**src/hw/gcm_pkg.sv**
```systemverilog
package gcm_pkg;

    localparam int NB_BLOCK   = 128;                    // Cipher block width
    localparam int NB_KEY     = 128;                    // AES-128 only
    localparam int NB_IV      = 96;                     // Standard GCM IV
    localparam int NB_CTR     = NB_BLOCK - NB_IV;       // 32-bit block counter
    localparam int NB_LEN     = 64;                     // Bit count half of length block
    localparam int N_ROUNDS   = 10;                     // AES-128 round count
    localparam int CIPHER_LAT = N_ROUNDS;               // One register per round
    localparam int DATA_LAT   = CIPHER_LAT + 1;         // Input beat to output beat
    localparam int TAG_LAT    = 14;                     // Last input beat to tag strobe

    // Round constants, round 1 in the top byte
    localparam logic [N_ROUNDS*8-1:0] AES_RCON = 80'h01_02_04_08_10_20_40_80_1b_36;

    localparam logic [NB_BLOCK-1:0] GHASH_R = {8'he1, 120'h0}; // GF(2^128) reduction

    typedef enum logic {
        DIR_DECRYPT = 1'b0,
        DIR_ENCRYPT = 1'b1
    } gcm_dir_e;

    typedef enum logic [1:0] {
        BLK_HASHKEY = 2'd0,                             // Zero block, gives H
        BLK_TEXT    = 2'd1,                             // Counter block for a data beat
        BLK_TAGMASK = 2'd2                              // Counter 1 block, masks the tag
    } blk_kind_e;

    typedef struct packed {
        logic [NB_BLOCK-1:0] block;                     // State or plain counter block
        logic [NB_KEY-1:0]   key;                       // Round key for the next stage
        blk_kind_e           kind;                      // What the block is for
        logic                last;                      // Final data beat of a packet
    } cipher_req_t;

    typedef struct packed {
        logic [NB_BLOCK-1:0] block;                     // Cipher output
        blk_kind_e           kind;
        logic                last;
    } cipher_rsp_t;

    typedef struct packed {
        logic                load_h;                    // Take operand as H, clear accumulator
        logic                absorb;                    // Fold ciphertext block
        logic                length;                    // Fold length block
        logic                finish;                    // Operand is the tag mask
        logic [NB_BLOCK-1:0] operand;
    } ghash_cmd_t;

endpackage

```
**src/hw/gcm_ctr_ctrl.sv**
```systemverilog
`timescale 1ns/1ps

module gcm_ctr_ctrl (
    input  logic                            i_clock,
    input  logic                            i_reset,
    input  logic                            i_start,
    input  logic                            i_valid,
    input  logic                            i_last,
    input  logic [gcm_pkg::NB_BLOCK-1:0]    i_data,
    input  logic [gcm_pkg::NB_KEY-1:0]      i_key,
    input  logic [gcm_pkg::NB_IV-1:0]       i_iv,
    input  gcm_pkg::gcm_dir_e               i_dir,
    output logic                            o_issue,
    output gcm_pkg::cipher_req_t            o_req,
    input  logic                            i_rsp_valid,
    input  gcm_pkg::cipher_rsp_t            i_rsp,
    output gcm_pkg::ghash_cmd_t             o_ghash,
    output logic                            o_valid,
    output logic [gcm_pkg::NB_BLOCK-1:0]    o_data,
    output logic                            o_start,
    output logic                            o_last
);
    import gcm_pkg::*;

    logic [NB_KEY-1:0]   key_q;                         // Packet key
    logic [NB_IV-1:0]    iv_q;
    gcm_dir_e            dir_q;
    logic [NB_CTR-1:0]   ctr_q;                         // Next text counter
    logic [NB_LEN-1:0]   len_bits_q;                    // Ciphertext length in bits
    logic                tagmask_pend;                  // Cycle after the last beat
    logic                last_abs_q;                    // Last absorb is on the GHASH port
    logic [NB_BLOCK-1:0] mask_q;                        // Cipher of IV with counter 1
    logic [NB_BLOCK-1:0] dly_data [CIPHER_LAT];         // Waits for its keystream
    logic                dly_first [CIPHER_LAT];
    logic                text_rsp;
    logic                hkey_rsp;
    logic                mask_rsp;
    logic [NB_BLOCK-1:0] xor_data;                      // Data XOR keystream
    logic [NB_BLOCK-1:0] ct_data;                       // Ciphertext for GHASH
    logic                load_h_q;
    logic                absorb_q;
    logic                length_q;
    logic                finish_q;
    logic [NB_BLOCK-1:0] operand_q;

    // Issue arbitration, spacing rules keep these apart
    assign o_issue = i_start | i_valid | tagmask_pend;

    always_comb begin
        o_req = '{block: {iv_q, NB_CTR'(1)}, key: key_q, kind: BLK_TAGMASK, last: 1'b0};
        if (i_start) begin
            o_req = '{block: '0, key: i_key, kind: BLK_HASHKEY, last: 1'b0}; // H = E(K, 0)
        end else if (i_valid) begin
            o_req = '{block: {iv_q, ctr_q}, key: key_q, kind: BLK_TEXT, last: i_last};
        end
    end

    always_ff @(posedge i_clock) begin
        if (i_start) begin
            key_q <= i_key;
            iv_q  <= i_iv;
            dir_q <= i_dir;
        end
    end

    always_ff @(posedge i_clock) begin
        if (i_reset) begin
            ctr_q        <= '0;
            len_bits_q   <= '0;
            tagmask_pend <= 1'b0;
        end else begin
            tagmask_pend <= i_valid & i_last;
            if (i_start) begin
                ctr_q      <= NB_CTR'(2);               // Counter 1 is kept for the mask
                len_bits_q <= '0;
            end else if (i_valid) begin
                ctr_q      <= ctr_q + 1'b1;             // Standard 32-bit increment
                len_bits_q <= len_bits_q + NB_LEN'(NB_BLOCK);
            end
        end
    end

    always_ff @(posedge i_clock) begin
        dly_data[0]  <= i_data;
        dly_first[0] <= (ctr_q == NB_CTR'(2));          // First beat still sees counter 2
        for (int i = 1; i < CIPHER_LAT; i++) begin
            dly_data[i]  <= dly_data[i-1];
            dly_first[i] <= dly_first[i-1];
        end
    end

    assign text_rsp = i_rsp_valid && (i_rsp.kind == BLK_TEXT);
    assign hkey_rsp = i_rsp_valid && (i_rsp.kind == BLK_HASHKEY);
    assign mask_rsp = i_rsp_valid && (i_rsp.kind == BLK_TAGMASK);
    assign xor_data = dly_data[CIPHER_LAT-1] ^ i_rsp.block;
    assign ct_data  = (dir_q == DIR_ENCRYPT) ? xor_data : dly_data[CIPHER_LAT-1];

    always_ff @(posedge i_clock) begin
        if (i_reset) begin
            o_valid <= 1'b0;
            o_start <= 1'b0;
            o_last  <= 1'b0;
        end else begin
            o_valid <= text_rsp;
            o_start <= text_rsp & dly_first[CIPHER_LAT-1];
            o_last  <= text_rsp & i_rsp.last;
        end
    end

    always_ff @(posedge i_clock) begin
        if (text_rsp) begin
            o_data <= xor_data;
        end
        if (mask_rsp) begin
            mask_q <= i_rsp.block;                      // Held until finish
        end
    end

    // GHASH sequence: load_h, absorb per beat, length, finish
    always_ff @(posedge i_clock) begin
        if (i_reset) begin
            load_h_q   <= 1'b0;
            absorb_q   <= 1'b0;
            length_q   <= 1'b0;
            finish_q   <= 1'b0;
            last_abs_q <= 1'b0;
        end else begin
            load_h_q   <= hkey_rsp;
            absorb_q   <= text_rsp;
            last_abs_q <= text_rsp & i_rsp.last;
            length_q   <= last_abs_q;                   // One cycle after the last absorb
            finish_q   <= length_q;
        end
    end

    always_ff @(posedge i_clock) begin
        if (hkey_rsp) begin
            operand_q <= i_rsp.block;
        end else if (text_rsp) begin
            operand_q <= ct_data;
        end else if (last_abs_q) begin
            operand_q <= {{(NB_BLOCK-NB_LEN){1'b0}}, len_bits_q}; // No AAD, upper half zero
        end else if (length_q) begin
            operand_q <= mask_q;
        end
    end

    assign o_ghash = '{
        load_h:  load_h_q,
        absorb:  absorb_q,
        length:  length_q,
        finish:  finish_q,
        operand: operand_q
    };

endmodule

```
**config.mk**
```make
export PLATFORM = sky130hd
export DESIGN_NAME = gcm_ctr_ctrl
export DESIGN_NICKNAME = d
export VERILOG_FILES = /design/src/hw/gcm_pkg.sv /design/src/hw/gcm_ctr_ctrl.sv
export SDC_FILE = /design/constraint.sdc
export NUM_CORES = 2
export LEC_CHECK = 0
export BUFFER_PORTS_ARGS = -buffer_cell sky130_fd_sc_hd__buf_2
export CORE_AREA = 8 8 394 396
export CTS_CLUSTER_DIAMETER = 30
export DETAILED_ROUTE_END_ITERATION = 10
export DIE_AREA = 0 0 402 404
export HOLD_SLACK_MARGIN = 0.05
export PLACE_DENSITY_LB_ADDON = 0.3
export SYNTH_ARGS = -nofsm -noshare
export SYNTH_HDL_FRONTEND = slang
export SYNTH_SLANG_ARGS = --single-unit
```
**constraint.sdc**
```tcl
create_clock -name i_clock -period 8.6 [get_ports i_clock]
set_clock_uncertainty 0.15 [all_clocks]
set_input_delay 1.72 -clock i_clock [delete_from_list [all_inputs] [get_ports i_clock]]
set_output_delay 1.72 -clock i_clock [all_outputs]
set_load 0.02 [all_outputs]
```
**Word level (Yosys, flattened, before mapping)**

Memories as Yosys holds them, arrays and structs flattened.
Index checks and enable logic that the tools add are counted.

- Flip-flop bits (word level): 712
- RAM bits: 1,290
- Input bits: 490
- Output and inout bits: 523
- Logic and storage cells: 45
- Memories kept: 2

Memories:

| memory | words | width | read ports | clocked after memory_dff | wr ports | RTL line | RTL |
|---|---|---|---|---|---|---|---|
| dly_data | 10 | 128 | 10 | 0 | 10 | gcm_ctr_ctrl.sv:33 | `logic [NB_BLOCK-1:0] dly_data [CIPHER_LAT];` |
| dly_first | 10 | 1 | 10 | 0 | 10 | gcm_ctr_ctrl.sv:34 | `logic dly_first [CIPHER_LAT];` |

- Add/sub/neg operators: 2
- Eq/ne operators: 3
- Mux-type cells: 9
- Bitwise operators: 6
- Reductions and logical operators: 7

Operator list:

| operator | count |
|---|---|
| 128-bit two-way mux | 5 |
| 259-bit two-way mux | 1 |
| 163-bit two-way mux | 1 |
| 128-bit XOR | 1 |
| 64-bit by 8-bit adder with 64-bit output, second input constant | 1 |
| 32-bit by 1-bit adder with 32-bit output, second input constant | 1 |
| 32-bit by 2-bit equality test with 1-bit output, second input constant | 1 |
| 2-bit two-way mux | 2 |
| 4-bit nonzero test | 1 |
| 1-bit AND | 3 |
| 1-bit logical AND | 3 |
| 2-bit by 1-bit equality test with 1-bit output, second input constant | 1 |
| 2-bit equality test, second input constant | 1 |
| 2-bit logical NOT | 1 |
| 1-bit OR | 2 |
| 2-bit nonzero test | 1 |
| 2-bit OR reduction | 1 |

**Logic depth before layout (Yosys ltp)**

An unclocked memory read counts as a cell.

- Depth after elaboration: 5
- Gate-level depth with buffers: 7
- Depth with buffers taken out: 6

**Least setup slack after synthesis**

OpenSTA, ideal clock, no wires.

- Path kind: input to register
- Start point: in i_rsp[1] (netlist name)
- End point: reg mask_q[0] (enable)
- Setup time: 0.503 ns
- Data arrival time: 5.307 ns
- Data required time: 7.947 ns
- Slack: 2.640 ns
- Stages on the path: 4
- Path buffers: 3
- Path through: clkbuf_1 clkbuf_1 clkbuf_1 and3b_1

- Cells in the longest elaborated chain, start to end: 2

Ends and longest elaborated chain:

| what | RTL line | RTL |
|---|---|---|
| from (decl) | gcm_ctr_ctrl.sv:16 | `input gcm_pkg::cipher_rsp_t i_rsp,` |
| 2-bit equality test | gcm_ctr_ctrl.sv:94 | `assign mask_rsp = i_rsp_valid && (i_rsp.kind == BLK_TAGMASK);` |
| 1-bit logical AND | gcm_ctr_ctrl.sv:94 |  |
| via mask_rsp | gcm_ctr_ctrl.sv:37 | `logic mask_rsp;` |
| to (signal assigned) | gcm_ctr_ctrl.sv:115 | `mask_q <= i_rsp.block;` |
| to (decl) | gcm_ctr_ctrl.sv:32 | `logic [NB_BLOCK-1:0] mask_q;` |

The timed path passes the listed nets, and every way through them passes these cells.
A chain may end at the register's enable or synchronous reset.

==> out/metrics.csv <==
metric,value,unit
WL/cell,21.9,µm
DRC Markers,0,
Worst Setup SP,i_start,
Worst R2R Setup Slack,4.90,ns
critical path's top delay family,buffers and inverters,
Startpoint Class,input port,
main flop type after synthesis,dfxtp_1,
period utilization,64.9,%
first-pass GRT wire length,223,mm
Total Neg Setup Slack,0,ns
Critical Path RT,6.73,ns
pwr dens,338,mW/mm²
final setup violation count,0,
register area,0.0460,mm²
initial core utilization,38.0,%
RSZ-0062 raised after global routing,false,
port bufs,1012,
final hold vios,0,
full die area,0.162,mm²
NumNets Final,5379,
asr flop ratio synth,0,%
total track usage,18.4,%
Ports,1013,
clk slew on worst S/H paths,0.05,ns
Area growth syn-to-layout,35.4,%
post-synthesis sequential area ratio,81.3,%
"slowest stage delay, CP",0.59,ns
Synth Instances,3636,
later-pin clock latency in the skew report,0.90,ns
Comb power frac,3.8,%
CTS H-tree lvls,5,
Reg power frac,40.3,%
GRT met2 Usage,31.9,%
Sw Share,21.7,%
Syn Area/Cell,15.6,µm²
footprint of the multi-input gates,0.00993,mm²
WP depth,4,
post-CTS setup repair buffer count,0,
layout cells sized above 1,34.9,%
cell accounting for the most synthesized area,dfxtp_1,
post-synth top area share,49.0,%
largest net degree at the start of global routing,132,
status,completed,
GRT busiest layer,met2,
met3 Track Usage GR,6.34,%
placed cell area,0.0638,mm²
Post-synth EDFFs,609,
Post-CTS Hold Buffers,0,
chip height,404,µm
CTS tree,built,
final slew viol count,0,
HP Start,dly_data[5][109]$_DFF_P_,
Peak Freq,0.179,GHz
P_int,20.3,mW
Max transition margin,28.4,%
net count after synthesis,4129,
Buf/Inv on CP,3,
YS warnings,0,
design area,0.0767,mm²
Worst IR Drop VDD,245,µV
Worst EP arrival,3.71,ns
CTS Sinks,1995,
Leak,31.1,nW
row count,142,
Synth cell types,40,
number of storage elements in the synthesis netlist,1995,
# resized after CTS,0,
Vias/cell,4.69,
DP HPWL,110,mm
Horiz. Die Dim,402,µm
"Slowest-stage cell, CP",buf_8,
drt total wl,157,mm
clock power share,55.9,%
"non-filler cells, final",7164,
critical-path cell list,buf_8 > buf_12 > mux2_2 > buf_2,
DR vias,33600,
Post-Place Cells,6458,
global route overflow,0,
fillers,12400,
vias in the first global route,34000,
Iter 0 DRT Violations,2331,
area of the core,0.149,mm²
minimum clock period,5.58,ns
Hold Crit Depth,0,
CP max FO,131,
worst-margin pin slew,1.07,ns
total CTS buffers,370,
met1 GRT Util,19.3,%
CP Class,in2out,
crit end category,primary output,
worst r2r path cells,5,
clock buffer depth,4,
P_sw,5.62,mW
Synth Cell Area,0.0566,mm²
routability cong.,0.891,
Antenna Nets Post-Route,0,
r2r startpoint,dir_q$_DFFE_PP_,
root buffer cell,clkbuf_16,
drt first pass iters,6,
worst hold path type,reg2reg,
hold slack,0.114,ns
total power,25.9,mW
number of antenna violations at the first check in global routing,101,
Synth area leaders,"dfxtp_1 (49%), edfxtp_1 (32%), mux2_2 (2.5%), xor2_1 (2.5%), a32oi_1 (2.0%)",
Max-Cap Viols,0,
-- power groups by stage --
stage / sequential, mW / combinational (mW) / clock [mW]
3_5_place_dp: 10.6 / 0.999 / 0
5_1_grt: 10.5 / 1.06 / 15.2
6_report: 10.4 / 0.990 / 14.5
4_1_cts: 10.4 / 1.00 / 14.8
3_3_place_gp: 10.6 / 0.982 / 0
2_1_floorplan: 10.6 / 0.451 / 0
-- area by class of cell --
class                           instances  share of cell area, %
Clock buffer                          455                   13.4
Clock inverter                        215                   3.33
Timing Repair Buffer                 1036                   6.93
Multi-Input combinational cell       1470                   13.0
Inverter                               13                 0.0669
Antenna cell                           36                  0.118
Sequential cell                      1995                   60.0
Tap cell                             1944                   3.17
-- routing by layer --
layer | vias to the layer above | wire length (µm)
met5 | - | 384
met4 | 62 | 9080
met3 | 482 | 12300
met2 | 1411 | 79700
met1 | 16100 | 55800
li1 | 15600 | -
-- per-stage QoR --
step / setup slack (ns) / util, %
after floorplan: 2.64 / -
after global placement: 3.07 / 42.8
after detailed placement: 3.01 / 42.8
after CTS: 3.04 / 51.4
after global routing: 2.92 / 51.5
final: 3.02 / 51.5
-- registers in the layout (all words and copies together), names as in the netlist, 10 cells and up --
name / cells
ctr_q: 32
dly_data: 1280
dly_first: 10
iv_q: 96
key_q: 128
len_bits_q: 57
mask_q: 128
o_data: 128
operand_q: 128
-- cells in the final DEF (no fill, tap or decap), types with 11 or more instances in the layout --
cell type / instances
xnor2_1: 27
inv_6: 43
edfxtp_1: 609
mux2_2: 128
or3_1: 19
clkbuf_8: 37
nor2b_1: 158
a32oi_1: 128
nand4_1: 33
xor2_1: 160
nand3b_1: 72
nand3_1: 27
buf_4: 20
inv_8: 21
clkbuf_1: 34
and2_1: 37
nor2_1: 76
or4_1: 12
inv_4: 15
clkinv_2: 41
a21oi_1: 87
nor3_1: 15
a211oi_1: 57
nor4_1: 11
clkinvlp_4: 23
buf_2: 1010
bufinv_16: 38
o21ai_0: 217
dfxtp_1: 1385
inv_1: 12
diode_2: 36
nand2_1: 161
clkinv_4: 24
clkbuf_16: 385
-- cells in the mapped netlist (5+ instances only) --
cell type and number:
dfxtp_1 1386, edfxtp_1 609, o21ai_0 217, nand2_1 161, xor2_1 160, nor2b_1 159
clkbuf_1 139, a32oi_1 128, mux2_2 128, a21oi_1 87, nor2_1 76, nand3b_1 72
a211oi_1 57, and2_1 38, nand4_1 33, nand3_1 27, xnor2_1 27, or3_1 20
nor3_1 15, inv_1 13, or4_1 12, nor4_1 11, buf_1 10, o31ai_1 10
and4_1 9, and3_1 5
-- final timing paths --
path / to
worst max-delay path: o_req[84]
worst min-delay path: dly_data[6][109]$_DFF_P_
worst max register to register: operand_q[39]$_DFFE_PP_
worst min register to register: dly_data[6][109]$_DFF_P_
-- kinds of logic (layout without fill, tap and decap cells) --
kind of cell,after synthesis,after routing,synth area share [%]
xor+xnor,187,187,2.89
fa+ha+maj,3,3,0.0663
mux,129,129,2.56
buf+inv,171,1719,1.18
simple gates,652,652,6.41
compound gates,499,499,5.56
flops,1995,1995,81.3
other cells,0,36,0
Power figures use the tool's default switching activity.
